$ cat src/hdl/pov_settings.svh
`ifndef POV_SETTINGS_SVH
`define POV_SETTINGS_SVH

// Angular resolution of one half turn
// The tracker divides each measured half turn into this many slices
// Must be a power of two so that the slice period is a plain shift
`define POV_SLICES_PER_HALF 128

// Number of LEDs on the rotating arm, one bit per LED in a column
`define POV_LED_COUNT 16

// Consecutive equal synchronized samples a Hall input must show
// before its filtered level is allowed to change
`define POV_DEBOUNCE_CYCLES 4

// Width of the half-turn cycle counter
// At 50 MHz this covers a half turn of roughly a third of a second
`define POV_PERIOD_WIDTH 24

`endif
$ cat src/hdl/hall_filter.sv
`timescale 1ns/10ps
`include "pov_settings.svh"

module hall_filter (
    input  logic clk,
    input  logic nrst,
    input  logic hall_1,
    input  logic hall_2,
    output logic hall_1_clean,
    output logic hall_2_clean
);

    // Wide enough to hold the full debounce length
    localparam int CNT_W = $clog2(`POV_DEBOUNCE_CYCLES + 1);

    // Both channels are handled as a two-bit vector, bit 0 is sensor 1
    logic [1:0] raw;
    logic [1:0] sync_1;
    logic [1:0] sync_2;
    logic [1:0] clean;

    // Number of consecutive synchronized samples that differ from clean
    logic [CNT_W-1:0] stable_cnt [2];

    assign raw = {hall_2, hall_1};

    always_ff @(posedge clk or negedge nrst) begin
        if (!nrst) begin
            // Sensors are active low, so high means nothing detected
            sync_1 <= '1;
            sync_2 <= '1;
            clean  <= '1;
            for (int i = 0; i < 2; i++) begin
                stable_cnt[i] <= '0;
            end
        end else begin
            // Two flops per channel to tame metastability
            sync_1 <= raw;
            sync_2 <= sync_1;
            for (int i = 0; i < 2; i++) begin
                if (sync_2[i] != clean[i]) begin
                    // The new level must persist for the full debounce length
                    if (stable_cnt[i] == CNT_W'(`POV_DEBOUNCE_CYCLES - 1)) begin
                        clean[i]      <= sync_2[i];
                        stable_cnt[i] <= '0;
                    end else begin
                        stable_cnt[i] <= stable_cnt[i] + 1'b1;
                    end
                end else begin
                    // Any sample back at the old level restarts the count
                    stable_cnt[i] <= '0;
                end
            end
        end
    end

    assign hall_1_clean = clean[0];
    assign hall_2_clean = clean[1];

endmodule

$ cat config.mk
export PLATFORM = sky130hd
export DESIGN_NAME = hall_filter
export DESIGN_NICKNAME = d
export VERILOG_FILES = /design/src/hdl/hall_filter.sv
export VERILOG_INCLUDE_DIRS = /design/src /design/src/hdl
export SDC_FILE = /design/constraint.sdc
export NUM_CORES = 1
export LEC_CHECK = 0
export ABC_CLOCK_PERIOD_IN_PS = 1500
export BUFFER_PORTS_ARGS = -buffer_cell sky130_fd_sc_hd__buf_2
export CELL_PAD_IN_SITES_DETAIL_PLACEMENT = 0
export CELL_PAD_IN_SITES_GLOBAL_PLACEMENT = 2
export CORE_AREA = 3 3 40 42
export CTS_BUF_LIST = sky130_fd_sc_hd__clkbuf_4 sky130_fd_sc_hd__clkbuf_8
export DETAILED_ROUTE_END_ITERATION = 7
export DIE_AREA = 0 0 43 45
export GPL_TIMING_DRIVEN = 0
export HOLD_SLACK_MARGIN = 0.02
export PLACE_DENSITY = 0.64
export RECOVER_POWER = 25
export SYNTH_ARGS = -nofsm -noshare
export SYNTH_HDL_FRONTEND = slang
export SYNTH_SLANG_ARGS = --single-unit
$ cat constraint.sdc
create_clock -name clk -period 1.5 [get_ports clk]
set_input_delay 0.3 -clock clk [delete_from_list [all_inputs] [get_ports clk]]
set_output_delay 0.3 -clock clk [all_outputs]
set_load 0.02 [all_outputs]
==> out/qor.yml <==
finish:
  fin_area_sq_um: 515
  final_nets: 43
  final_layout_size_suffix_gt1_share_pct: 48.6
  synth_to_final_area_change_pct: 17.0
  diodes: 0
  final_core_utilization_pct: 40.1
die:
  fp.dieW_microns: 43
  placeableCoreArea_sq_um: 1280
  chipHeight_microns: 45
  initial_core_util_pct: 34.3
  dieArea_sq_um: 1940
  design.portCount: 6
  std_cell_rows: 13
logic_synthesis:
  synth.top_cells.by_count: "dfrtp_1 (6), dfstp_2 (6), nor3b_1 (4)"
  synthTopCellsByArea: "dfstp_2 (36%), dfrtp_1 (34%), nor3b_1 (6.8%), nor2b_4 (6.3%), ha_1 (5.7%)"
  synth_edf_count: 0
  synth_cell_type_count: 8
  synthCells: 26
  post_synth.cell_area_avg_sq_um: 16.9
  yosysWarnings: 0
  netlist.top_cell.by_area: "dfstp_2"
  synth.net_count: 32
  seq_area_frac_synth_pct: 69.9
  synth_seq_cells: 12
  async_reset_ff_share_pct: 100
  syn-cell-area_sq_um: 440
  synth_top_flop_cell: "dfstp_2"
  synth_top_area_share_pct: 35.8
cts:
  clock-sinks: 12
  buffer_type_at_the_clock_tree_root: "clkbuf_4"
  cts.clk_slew.worst_paths_ns: 0.06
  cts_max_path_buffers: 2
  cts_buffers: 3
  tritoncts_clock_tree: "built"
  cts_htree_levels: 1
  clk_latency_ns: 0.26
global_route:
  grt_pass1_vias: 241
  overflow: 0
  grt_start_max_net_pins: 13
  grt_first_pass_wirelength_microns: 979
  antenna_found_initial: 0
  groute.usage.overall_pct: 7.63
detailed_routing:
  routedWlPerCell_microns: 10.0
  viasPerCell: 4.46
  drc_errors: 0
  detailroute.via_count: 223
  drt-pass1-iter-count: 1
  totalWireLength_microns: 501
  drt-initial-drc-count: 0
  antenna_left: 0
worst_setup_path:
  critPathKind: "reg -> out"
  r2r_end: "clean[1]"
  worst-path-max-fanout: 3
  worstPathCellList: "buf_2"
  setup.worst_path.start_class: "register"
  r2r_slack_ns: 0.40
  slowest_delay_ns: 0.54
  rr_worst_depth: 3
  setup.worst_path.end_class: "output port"
  critPathBufInv: 1
  cpMaxStageDelayCell: "dfstp_2"
  timing.critical_path.required_ns: 1.20
  rr_startpoint: "stable_cnt[0]"
  cp.arrival_ns: 0.96
  cell_family_with_the_largest_share_of_critical_path_delay: "flip-flops"
sta:
  hold_viol: 0
  fin_worst_hold_slack_ns: 0.135
  setup_viol_count_final: 0
  finalMaxSlewViolations: 0
  final.period_utilization_pct: 84.2
  relSlewSlack_pct: 61.0
  finalClockSkew_ns: 0.000457
  unrepaired_setup_endpoints_after_global_routing: "no"
  tns_ns: 0
  fmax_mhz: 792
  final.min_clock_period_ns: 1.26
  tightestPinTransition_ns: 0.585
pwr:
  fin_total_pwr_uw: 889
  worst_ir_drop_vdd_uv: 742
  power_density_nw_per_um2: 1730
  power_leakage_nw: 0.226
hold_path:
  timing.hold.worst.start: "hall_1"
  min_to: "sync_1[0]"
  worstHoldPathType: "in -> reg"
  whs_path_depth: 1
outcome:
  run_status: "finished clean"
place:
  placement.io_buffers: 5
  placement.cell_area_sq_um: 484
  detailedPlacementHpwl_microns: 399
  gp_congestion: 0.667
run:
  maxCapViolations: 0
## cell usage in the layout (no fill, tap or decap)
cell and count:
dfstp_2 6, dfrtp_1 6, nor3b_1 4, buf_2 4, clkbuf_4 3, xnor2_1 2
nor2b_4 2, nor3_1 2, mux2_2 2, ha_1 2, dlygate4sd3_1 1, clkbuf_1 1
## timing repair
item | 4_1_cts | 5_1_grt
resized for setup | 0 | 0
setup buffers | 0 | 0
hold buffers | 1 | 0
hold endpoints to repair | 6 | 0
## metal layers
layer / vias to the layer above / part of all wire (%) / GRT usage, %
li1: 110 / - / -
met1: 109 / 41 / 7.89
met2: 4 / 54 / 10.5
met3: 0 / 4.6 / 3.59
met4: 0 / 0 / 9.04
met5: - / 0 / 0
## sequential cells by signal, summed over array words and instances, names as in the netlist
| register | flops |
|---|---|
| stable_cnt | 6 |
| clean | 2 |
| sync_1 | 2 |
| sync_2 | 2 |
## metrics by stage
step           instances  setup WS, ns
3_5_place_dp          46         0.395
6_report              50         0.237
2_1_floorplan         26         0.465
5_1_grt               50         0.188
4_1_cts               50         0.218
3_3_place_gp          46         0.432
## cell type report
cell class | count | area, sq um
Sequential cell | 12 | 308
Multi-Input combinational cell | 14 | 133
Tap cell | 15 | 18.8
Fill cell | 121 | 769
Timing Repair Buffer | 6 | 33.8
Clock buffer | 3 | 22.5
## kinds of logic after synthesis
| family | synth area share (%) |
|---|---|
| DFF | 69.9 |
| and+or+nand+nor | 15.3 |
| xor gates and xnor gates | 3.98 |
| adders and majority gates | 5.68 |
| muxes | 5.11 |
## power breakdown
| part | switching, mW | total (mW) | internal, mW | leakage (nW) |
|---|---|---|---|---|
| Sequential | 0.0413 | 0.465 | 0.424 | 0.143 |
| Clock | 0.0901 | 0.183 | 0.0926 | 0.0138 |
| Combinational | 0.117 | 0.242 | 0.125 | 0.0693 |
| Total | 0.248 | 0.889 | 0.641 | 0.226 |
## worst max path at each step
| stage | from | end | slack, ns | depth (start not counted) |
|---|---|---|---|---|
| after floorplan | stable_cnt[3] | clean[0] | 0.46 | 3 |
| after global placement | stable_cnt[0] | clean[1] | 0.43 | 3 |
| after detailed placement | stable_cnt[0] | clean[1] | 0.39 | 3 |
| after CTS | clean[1] | hall_2_clean | 0.22 | 1 |
| after global routing | clean[1] | hall_2_clean | 0.19 | 1 |
| final | clean[1] | hall_2_clean | 0.24 | 1 |
(Power assumes the default switching activity.)
