## src/hdl/pov_settings.svh

```systemverilog
`ifndef POV_SETTINGS_SVH
`define POV_SETTINGS_SVH

// Angular resolution of one half turn
// The tracker divides each measured half turn into this many slices
// Must be a power of two so that the slice period is a plain shift
`define POV_SLICES_PER_HALF 128

// Number of LEDs on the rotating arm, one bit per LED in a column
`define POV_LED_COUNT 16

// Consecutive equal synchronized samples a Hall input must show
// before its filtered level is allowed to change
`define POV_DEBOUNCE_CYCLES 4

// Width of the half-turn cycle counter
// At 50 MHz this covers a half turn of roughly a third of a second
`define POV_PERIOD_WIDTH 24

`endif
```

## src/hdl/pov_pkg.sv

```systemverilog
`include "pov_settings.svh"

package pov_pkg;

    // Angular slice number over a full turn
    // The top bit tells which half turn the slice belongs to
    typedef logic [7:0] slice_t;

    // One LED column, bit i drives LED i
    typedef logic [`POV_LED_COUNT-1:0] column_t;

    // Cycle count used to measure a half turn
    typedef logic [`POV_PERIOD_WIDTH-1:0] period_t;

    // Which sensor started the half turn in progress
    typedef enum logic {
        half_turn_1,
        half_turn_2
    } half_turn_t;

    // Four-phase handshake towards the LED driver
    typedef enum logic [1:0] {
        link_idle,
        link_req,
        link_wait_release
    } link_state_t;

endpackage

```

## src/hdl/led_link.sv

```systemverilog
`timescale 1ns/10ps

module led_link (
    input  logic             clk,
    input  logic             nrst,
    input  logic             col_valid,
    input  pov_pkg::slice_t  col_slice,
    input  pov_pkg::column_t col_data,
    output logic             led_req,
    output pov_pkg::slice_t  led_slice,
    output pov_pkg::column_t led_column,
    input  logic             led_ack
);

    import pov_pkg::*;

    link_state_t state;

    // One-deep holding register for a column that arrived while busy
    logic    pend_valid;
    slice_t  pend_slice;
    column_t pend_column;

    // A new request may start only when no handshake is open
    // and the driver has dropped its acknowledge
    logic can_launch;
    logic launch;

    assign can_launch = (state == link_idle || state == link_wait_release) && !led_ack;
    assign launch     = can_launch && (col_valid || pend_valid);

    always_ff @(posedge clk or negedge nrst) begin
        if (!nrst) begin
            state      <= link_idle;
            pend_valid <= 1'b0;
        end else begin
            // Whatever is sent, nothing older stays pending
            if (launch) begin
                pend_valid <= 1'b0;
            end else if (col_valid) begin
                pend_valid <= 1'b1;
            end
            case (state)
                link_idle: begin
                    if (launch) begin
                        state <= link_req;
                    end
                end
                link_req: begin
                    if (led_ack) begin
                        state <= link_wait_release;
                    end
                end
                link_wait_release: begin
                    // Chain straight into the next request if one is waiting
                    if (launch) begin
                        state <= link_req;
                    end else if (!led_ack) begin
                        state <= link_idle;
                    end
                end
                default: begin
                    state <= link_idle;
                end
            endcase
        end
    end

    // Payload registers
    // The newest column wins, both on launch and in the holding register
    always_ff @(posedge clk) begin
        if (launch) begin
            led_slice  <= col_valid ? col_slice : pend_slice;
            led_column <= col_valid ? col_data : pend_column;
        end else if (col_valid) begin
            pend_slice  <= col_slice;
            pend_column <= col_data;
        end
    end

    // Request is a decoded state flop, so it never glitches
    assign led_req = (state == link_req);

endmodule

```

## config.mk

```make
export PLATFORM = sky130hd
export DESIGN_NAME = led_link
export DESIGN_NICKNAME = d
export VERILOG_FILES = /design/src/hdl/pov_pkg.sv /design/src/hdl/led_link.sv
export VERILOG_INCLUDE_DIRS = /design/src /design/src/hdl
export SDC_FILE = /design/constraint.sdc
export NUM_CORES = 1
export LEC_CHECK = 0
export BUFFER_PORTS_ARGS = -buffer_cell sky130_fd_sc_hd__buf_2
export CORE_UTILIZATION = 40
export DETAILED_ROUTE_END_ITERATION = 8
export PLACE_DENSITY = 0.7
export SYNTH_ARGS = -nofsm -noshare
export SYNTH_HDL_FRONTEND = slang
export SYNTH_SLANG_ARGS = --single-unit
```

## constraint.sdc

```tcl
create_clock -name clk -period 3.6 [get_ports clk]
set_clock_uncertainty 0.15 [all_clocks]
set_input_delay 0.18 -clock clk [delete_from_list [all_inputs] [get_ports clk]]
set_output_delay 0.18 -clock clk [all_outputs]
set_load 0.03 [all_outputs]
```

==> flow_summary.yaml <==
outcome:
  status: "finished clean"
yosys:
  synth_top_area_share_pct: 73.3
  yosysMostFrequentCell: "edfxtp_1"
  synth_fp_nets: 116
  syn_area_um2: 1970
  yosys_warnings: 0
  yosys.area.top_type: "edfxtp_1"
  ys_seq_area_share_pct: 77.1
  synthArstFlopShare_pct: 5.88
  synth_area_leaders: "edfxtp_1 (73%), mux2_4 (13%), mux2_2 (4.0%), dfrtp_1 (3.8%), buf_12 (2.0%)"
  synth-seq-cells: 51
  synth_edf_count: 48
  syn_area_per_cell_um2: 22.4
  ys_types: 14
  synth_common_cells: "edfxtp_1 (48), mux2_4 (17), mux2_2 (7)"
  syn_inst: 88
  synth_top_flop_cell: "edfxtp_1"
global_route:
  grt_pass1_vias: 995
  antenna_found_initial: 0
  grt_start_max_net_pins: 28
  grt_pass1_wl_mm: 4.84
  overflow: 0
  grt_use_total_pct: 13.0
placed_design:
  gp_congestion: 0.742
  portBuffers: 52
  hpwl_mm: 2.14
  dp_slack_ps: 1170
die:
  core_um2: 4720
  io_pins: 53
  start_util_pct: 41.6
  die_w_um: 72.1
  row_count: 25
  die_h_um: 72.1
  die-area_um2: 5200
clock_network:
  clk_pin_slew_ps: 90
  clock-sinks: 51
  ctsResizeCount: 0
  cts_tree: "built"
  hold_buffers: 2
  numCtsBuffers: 5
  ctsLongestPathBuffers: 2
  root_buffer: "clkbuf_8"
  htreeDepth: 2
  postCtsSetupBuffers: 0
  clk_latency_ps: 300
pwr:
  power.density_nw_per_um2: 518
  fin_total_pwr_uw: 1240
  power.switching_uw: 298
  leakagePower_uw: 0.000956
  intPower_uw: 938
  swShare_pct: 24.1
  clkPwrFrac_pct: 25.5
  vdd_drop_max_mv: 0.256
  sequentialPowerShare_pct: 60.7
  power_frac_comb_pct: 13.8
worst_hold_path:
  hold_depth: 2
  hold_class: "input port to flop"
setup_path:
  reg2reg_depth: 2
  critPathRequiredTime_ps: 3440
  end_kind: "flop"
  cp.arrival_ps: 1910
  path_class: "input port to flop"
  crit_fanout: 27
  critical_path.startpoint_type: "input port"
timing:
  hold_viol_final: 0
  relSlewSlack_pct: 18.3
  fmax_ghz: 0.483
  finalCriticalPeriod_ps: 2070
  finalSetupViolCount: 0
  rsz0062_at_grt: "false"
  layout_setup_ws_ps: 1530
  fin_tns_setup_ps: 0
  worstMarginPinSlew_ps: 1230
  drv_slew: 0
  period_share_pct: 57.5
final_layout:
  nets: 175
  antenna_cells: 0
  syn2layout_area_growth_pct: 21.2
  fillerInstances: 409
  drive_gt1_share_pct: 60.1
drt:
  wl_per_cell_um: 14.4
  viasPerCell: 4.48
  drt_iter0_markers: 23
  vias: 964
  wl_mm: 3.10
  drt-pass1-iter-count: 3
  drcViolationCount: 0
  postRouteAntennaNets: 0
flow_run:
  drv_cap: 0
[critical path: stages]
cell	delay, ps
buf_2	580
nor2_1	140
nor3_2	630
buf_4	360
[flip-flops by register name, indices dropped and copies added, names as in the netlist]
name / cells
led_column: 16
pend_column: 16
led_slice: 8
pend_slice: 8
state: 2
pend_valid: 1
[layout make-up]
| class | count | area, um2 | share of cell area, % |
|---|---|---|---|
| clock buffers | 5 | 68.8 | 2.89 |
| clock inverters | 3 | 20.0 | 0.839 |
| multi-input cells | 34 | 408 | 17.1 |
| flip-flops and latches | 51 | 1520 | 63.6 |
| well taps | 67 | 83.8 | 3.52 |
| repair buffers | 55 | 288 | 12.1 |
[metrics by stage]
step	utilization [%]	hold WS, ps	cells	area [um2]
finish	50.5	42.0	215	2380
global route	50.5	28.2	215	2380
CTS	50.5	28.0	215	2380
detailed placement	48.2	-170	205	2280
global placement	48.2	-176	205	2280
floorplan	-	-266	88	1970
[kinds of logic (layout without fill, tap and decap cells)]
kind of cell / after synthesis / in the layout / synth area share [%]
compound gates: 3 / 3 / 1.27
buf+inv: 3 / 63 / 2.61
flops: 51 / 51 / 77.1
mux: 24 / 24 / 17.0
simple gates: 7 / 7 / 2.04
[worst paths after layout]
| kind | from | end | slack (ps) |
|---|---|---|---|
| hold / removal | col_slice[4] | pend_slice[4] | 40 |
| setup reg to reg | state[0] | led_column[10] | 1650 |
| setup / recovery | col_valid | led_column[10] | 1530 |
| hold reg to reg | state[1] | state[0] | 340 |
| max in group asynchronous | nrst | pend_valid | 3140 |
| min in group asynchronous | nrst | state[0] | 50 |
[per-layer routing]
metal / vias to the layer above / track usage [%] / wire length [um]
met4: 0 / 5.88 / 57
met2: 35 / 20.4 / 1530
li1: 459 / - / -
met3: 5 / 5.83 / 225
met1: 465 / 15.4 / 1290
met5: - / 0 / 0
[cells in the final DEF (no fill, tap or decap)]
cell type	instances
mux2_4	17
buf_2	52
o21a_1	1
mux2_2	7
edfxtp_1	48
dfrtp_1	3
a211oi_2	1
nor2_1	3
nor2b_1	1
nor3_2	2
clkinvlp_4	2
clkbuf_8	5
and2b_1	1
o21ai_2	1
dlygate4sd3_1	2
buf_4	1
clkinv_2	1
[power by group through the flow]
stage / Clock [uW] / Sequential, uW / Combinational, uW
2_1_floorplan: 0 / 801 / 82.8
3_3_place_gp: 0 / 761 / 167
3_5_place_dp: 0 / 763 / 171
4_1_cts: 326 / 751 / 173
5_1_grt: 345 / 757 / 183
6_report: 316 / 750 / 170
(Power assumes the default switching activity.)
