**src/hdl/pov_settings.svh**
```systemverilog
`ifndef POV_SETTINGS_SVH
`define POV_SETTINGS_SVH

// Angular resolution of one half turn
// The tracker divides each measured half turn into this many slices
// Must be a power of two so that the slice period is a plain shift
`define POV_SLICES_PER_HALF 128

// Number of LEDs on the rotating arm, one bit per LED in a column
`define POV_LED_COUNT 16

// Consecutive equal synchronized samples a Hall input must show
// before its filtered level is allowed to change
`define POV_DEBOUNCE_CYCLES 4

// Width of the half-turn cycle counter
// At 50 MHz this covers a half turn of roughly a third of a second
`define POV_PERIOD_WIDTH 24

`endif
```
**src/hdl/pov_pkg.sv**
```systemverilog
`include "pov_settings.svh"

package pov_pkg;

    // Angular slice number over a full turn
    // The top bit tells which half turn the slice belongs to
    typedef logic [7:0] slice_t;

    // One LED column, bit i drives LED i
    typedef logic [`POV_LED_COUNT-1:0] column_t;

    // Cycle count used to measure a half turn
    typedef logic [`POV_PERIOD_WIDTH-1:0] period_t;

    // Which sensor started the half turn in progress
    typedef enum logic {
        half_turn_1,
        half_turn_2
    } half_turn_t;

    // Four-phase handshake towards the LED driver
    typedef enum logic [1:0] {
        link_idle,
        link_req,
        link_wait_release
    } link_state_t;

endpackage

```
**src/hdl/hall_sensor.sv**
```systemverilog
`timescale 1ns/10ps
`include "pov_settings.svh"

module hall_sensor (
    input  logic            clk,
    input  logic            nrst,
    input  logic            hall_1_clean,
    input  logic            hall_2_clean,
    output pov_pkg::slice_t slice_cnt,
    output logic            position_sync
);

    import pov_pkg::*;

    // Bits of the slice index inside one half turn
    localparam int SLICE_BITS = $clog2(`POV_SLICES_PER_HALF);
    localparam int SP_W       = `POV_PERIOD_WIDTH - SLICE_BITS;

    // Last slice index of a half turn, the index saturates here
    localparam logic [SLICE_BITS-1:0] LAST_IDX = SLICE_BITS'(`POV_SLICES_PER_HALF - 1);

    // One-cycle pulse when a sensor fires and the guard is clear
    logic top;

    // Set by a top and held until both sensors are released again
    logic guard;

    // Sensor that started the current half turn
    half_turn_t half_turn;

    // Cycles since the last top
    // Zero means no top has been seen yet, so the first period reads as zero
    period_t period_cnt;

    // Cycles per slice, taken from the previous half turn
    logic [SP_W-1:0] slice_period;
    logic [SP_W-1:0] slice_last;

    // Cycles spent in the current slice
    logic [SP_W-1:0] slice_cycle_cnt;

    // Slice index inside the current half turn
    logic [SLICE_BITS-1:0] slice_idx;

    // Top generation from the filtered sensors
    always_ff @(posedge clk or negedge nrst) begin
        if (!nrst) begin
            top       <= 1'b0;
            guard     <= 1'b0;
            half_turn <= half_turn_1;
        end else begin
            top <= 1'b0;
            if ((!hall_1_clean || !hall_2_clean) && !guard) begin
                top   <= 1'b1;
                guard <= 1'b1;
                // Sensor 1 wins if both happen to fall together
                if (!hall_1_clean) begin
                    half_turn <= half_turn_1;
                end else begin
                    half_turn <= half_turn_2;
                end
            end
            // The next top is only armed once the magnet has passed
            if (hall_1_clean && hall_2_clean) begin
                guard <= 1'b0;
            end
        end
    end

    // Half-turn period measurement
    always_ff @(posedge clk or negedge nrst) begin
        if (!nrst) begin
            period_cnt   <= '0;
            slice_period <= '0;
        end else begin
            if (top) begin
                // Dividing by the slice count is just dropping the low bits
                slice_period <= period_cnt[`POV_PERIOD_WIDTH-1:SLICE_BITS];
                period_cnt   <= period_t'(1);
            end else if (period_cnt != '0 && period_cnt != '1) begin
                // Saturate so that a stalled rotor does not wrap to a short period
                period_cnt <= period_cnt + 1'b1;
            end
        end
    end

    assign slice_last = slice_period - 1'b1;

    // Slice boundaries inside the half turn
    always_ff @(posedge clk or negedge nrst) begin
        if (!nrst) begin
            position_sync   <= 1'b0;
            slice_cycle_cnt <= '0;
            slice_idx       <= '0;
        end else begin
            position_sync <= 1'b0;
            if (top) begin
                // Each top realigns the slice grid and shows the first slice
                position_sync   <= 1'b1;
                slice_cycle_cnt <= '0;
                slice_idx       <= '0;
            end else if (slice_period != '0 && slice_idx != LAST_IDX) begin
                if (slice_cycle_cnt == slice_last) begin
                    position_sync   <= 1'b1;
                    slice_cycle_cnt <= '0;
                    slice_idx       <= slice_idx + 1'b1;
                end else begin
                    slice_cycle_cnt <= slice_cycle_cnt + 1'b1;
                end
            end
        end
    end

    // The second half turn is offset by one half of the full frame
    always_comb begin
        if (half_turn == half_turn_2) begin
            slice_cnt = slice_t'(`POV_SLICES_PER_HALF) + slice_t'(slice_idx);
        end else begin
            slice_cnt = slice_t'(slice_idx);
        end
    end

endmodule

```
**config.mk**
```make
export PLATFORM = sky130hd
export DESIGN_NAME = hall_sensor
export DESIGN_NICKNAME = d
export VERILOG_FILES = /design/src/hdl/pov_pkg.sv /design/src/hdl/hall_sensor.sv
export VERILOG_INCLUDE_DIRS = /design/src /design/src/hdl
export SDC_FILE = /design/constraint.sdc
export NUM_CORES = 1
export LEC_CHECK = 0
export BUFFER_PORTS_ARGS = -buffer_cell sky130_fd_sc_hd__buf_2
export CORE_MARGIN = 3
export CORE_UTILIZATION = 50
export CTS_BUF_LIST = sky130_fd_sc_hd__clkbuf_16
export DETAILED_ROUTE_END_ITERATION = 8
export GPL_ROUTABILITY_DRIVEN = 0
export HOLD_SLACK_MARGIN = 0.12
export MAX_ROUTING_LAYER = met4
export PLACE_DENSITY_LB_ADDON = 0.25
export SLEW_MARGIN = 20
export SYNTH_ARGS = -nofsm -noshare
export SYNTH_HDL_FRONTEND = slang
export SYNTH_SLANG_ARGS = --single-unit
```
**constraint.sdc**
```tcl
create_clock -name clk -period 3.9 [get_ports clk]
set_clock_uncertainty 0.2 [all_clocks]
set_input_delay 0.585 -clock clk [delete_from_list [all_inputs] [get_ports clk]]
set_output_delay 0.585 -clock clk [all_outputs]
set_load 0.01 [all_outputs]
```
==> reports/summary.txt <==
CP arrival = 3530 ps
# rows = 32
Core ar. = 7810 um^2
Syn Area/Cell = 9.57 um^2
IO Count = 13
Inserted Clock Buffers = 9
Synth warn = 0
DRC = 0
Average routed wire per standard cell = 16.6 um
Seq/Total Area, Yosys = 0.424
Worst-path cell chain = inv_1 -> ha_1 -> or4b_2 -> or4_1 -> a31oi_1 -> nand4_2 -> nor3_4 -> buf_4 -> nor3_1
Area Overhead vs Synth = 11.1%
Full die area = 9270 um^2
Least-Margin Pin Slew = 738 ps
Antenna Cells = 0
Root Buffer = clkbuf_16
CTS H-tree lvls = 3
Vias = 3214
Period utilization = 0.909
Max_cap viols = 0
Endpoints failing hold = 0
Min cycle time layout = 3550 ps
HP Class = flop to flop
Post-Layout Cell Count = 539
Slowest-stage cell, CP = or4b_2
Die span in y = 96.3 um
Post-layout util = 0.580
Cells after Synth = 426
Antenna Nets Post-Route = 0
Slew Limit Fails = 0
Horiz. Die Dim = 96.3 um
CTS tree = built
Synth Flop Type = dfrtp_1
Count of final setup violators = 0
Worst-path maximum fanout = 13
Critical Path Source Type = flop
RSZ-0062 raised after global routing = no
Clk pin slew, worst setup/hold paths = 60 ps
Total track usage = 0.221
Post-synth design cell area = 4080 um^2
Post-CTS setup repair buffer count = 0
Worst hold slack = 217 ps
Status = finished, final reports clean
Setup_tns = 0 ps
Ys async rst share = 1.00
Clk buf depth = 2
Worst setup EP type = flop
Antenna violations before repair = 0
Final HPWL DP = 6160 um
Max incr delay on CP = 680 ps
Cell total after placement = 522
Initial Utilization = 0.522
Netlist cell types = 57
CP Buf/Inv Count = 2
Power Dens Cells = 396 nW/um^2
Clk_lat worst skew = 330 ps
Delay-heaviest family, CP = simple AND/OR/NAND/NOR gates
Worst VDD drop = 0.246 mV
Number of enable flip-flop cells after synthesis = 0
F_max = 0.282 GHz
Final global-route overflow total = 0
Final #Nets = 441
First-pass GRT wire length = 15400 um
Pre-Repair DR Iteration Count = 5
Static Leak = 2.05 nW
Via-to-Cell Ratio = 5.96
Critical path required time = 3890 ps
Slew HR = 0.505
Initial DRC count = 294
Vias in the first global route = 2943
Largest net degree at the start of global routing = 52
Share of cells above drive strength 1 = 0.151
Syn_nets = 435
Routed WL = 8930 um
Sink Count = 69
PortBufs = 12
FF+latch count, synth = 69
CP Class = flop to flop
Fillers = 696
## cells in the mapped netlist, types with 7 or more instances
cell type  instances  area [um^2]
nand4_1           21          131
clkbuf_1          18         67.6
xnor2_1           17          149
and3_1            10         62.6
nand2_1           30          113
mux2_2            17          191
nor3_1            23          115
dfrtp_1           69         1730
nand3_1           22          110
nor4_1             8         50.1
o21ai_0           14         70.1
nor2_1            41          154
xor2_1            33          289
or4_1              7         52.6
inv_1             10         37.5
## cells by family after synthesis
group / Yosys count / share of synthesized area
AND/OR/NAND/NOR: 200 / 0.271
XOR/XNOR: 50 / 0.107
multiplexers: 25 / 0.0688
buffers and inverters: 36 / 0.0387
flip-flops: 69 / 0.424
adder cells (fa/ha/maj): 5 / 0.0154
AO/OA/AOI/OAI: 41 / 0.0752
## sequential cells by signal, indices dropped and copies added (netlist names)
name             flops
top                  1
slice_idx            7
period_cnt          24
half_turn            1
guard                1
slice_period        17
slice_cycle_cnt     17
position_sync        1
## area by class of cell
| cell class | instances | area (um^2) | area share |
|---|---|---|---|
| Tap cell | 102 | 128 | 0.0282 |
| Timing Repair Buffer | 21 | 130 | 0.0287 |
| Inverter | 10 | 37.5 | 0.00829 |
| Clock inverter | 7 | 90.1 | 0.0199 |
| Multi-Input combinational cell | 321 | 2190 | 0.484 |
| Sequential cell | 69 | 1730 | 0.381 |
| Clock buffer | 9 | 225 | 0.0497 |
## timing repair
action,in CTS,in global routing
setup endpoints to repair,0,0
hold buffers,1,0
endpoints found under the hold margin,18,0
resized for setup,0,0
## per-stage QoR
step	setup WS [ps]	area (um^2)	total power, W
detailed placement	381	4200	0.000944
global placement	447	4200	0.000938
floorplan	568	4080	0.000898
global route	155	4530	0.00188
finish	354	4530	0.00179
CTS	376	4530	0.00181
## worst register-to-register path: cells and delay by family (launching register included)
kind	cells	cell delay, ps
compound gates	1	230
fa+ha+maj	1	230
buf+inv	2	350
flops	1	410
simple gates	5	1990
## path summary, 6_finish.rpt
| kind | depth (start not counted) | slack (ps) | to | start |
|---|---|---|---|---|
| setup / recovery | 9 | 350 | slice_cycle_cnt[2] | slice_period[0] |
| hold / removal | 1 | 220 | top | guard |
| setup reg to reg | 9 | 350 | slice_cycle_cnt[2] | slice_period[0] |
| hold reg to reg | 1 | 220 | top | guard |
| max in group asynchronous | 3 | 1930 | top | nrst |
| min in group asynchronous | 2 | 540 | period_cnt[7] | nrst |
## power by group
group / switching, W / internal (W)
combinational: 0.0000928 / 0.0000613
sequential: 0.0000367 / 0.000742
clock: 0.000306 / 0.000556
## layout by cell type, fill, tap and decap left out, types with 5 or more instances in the layout
cell type / count
a31oi_1: 5
and3_1: 10
buf_2: 12
buf_4: 8
clkbuf_16: 9
dfrtp_1: 68
ha_1: 5
inv_1: 10
mux2_2: 17
nand2_1: 30
nand3_1: 22
nand4_1: 21
nor2_1: 41
nor2b_1: 6
nor3_1: 23
nor4_1: 8
o21ai_0: 14
or4_1: 7
xnor2_1: 17
xor2_1: 33
## metal layers
layer	part of all wire	vias up	wire length (um)	global-route usage
li1	-	1551	-	-
met1	0.49	1580	4410	0.329
met2	0.46	74	4090	0.304
met3	0.037	9	333	0.0438
met4	0.011	0	96	0.0640
met5	0	-	0	-
Note: power is estimated with default switching activity, not from simulation.
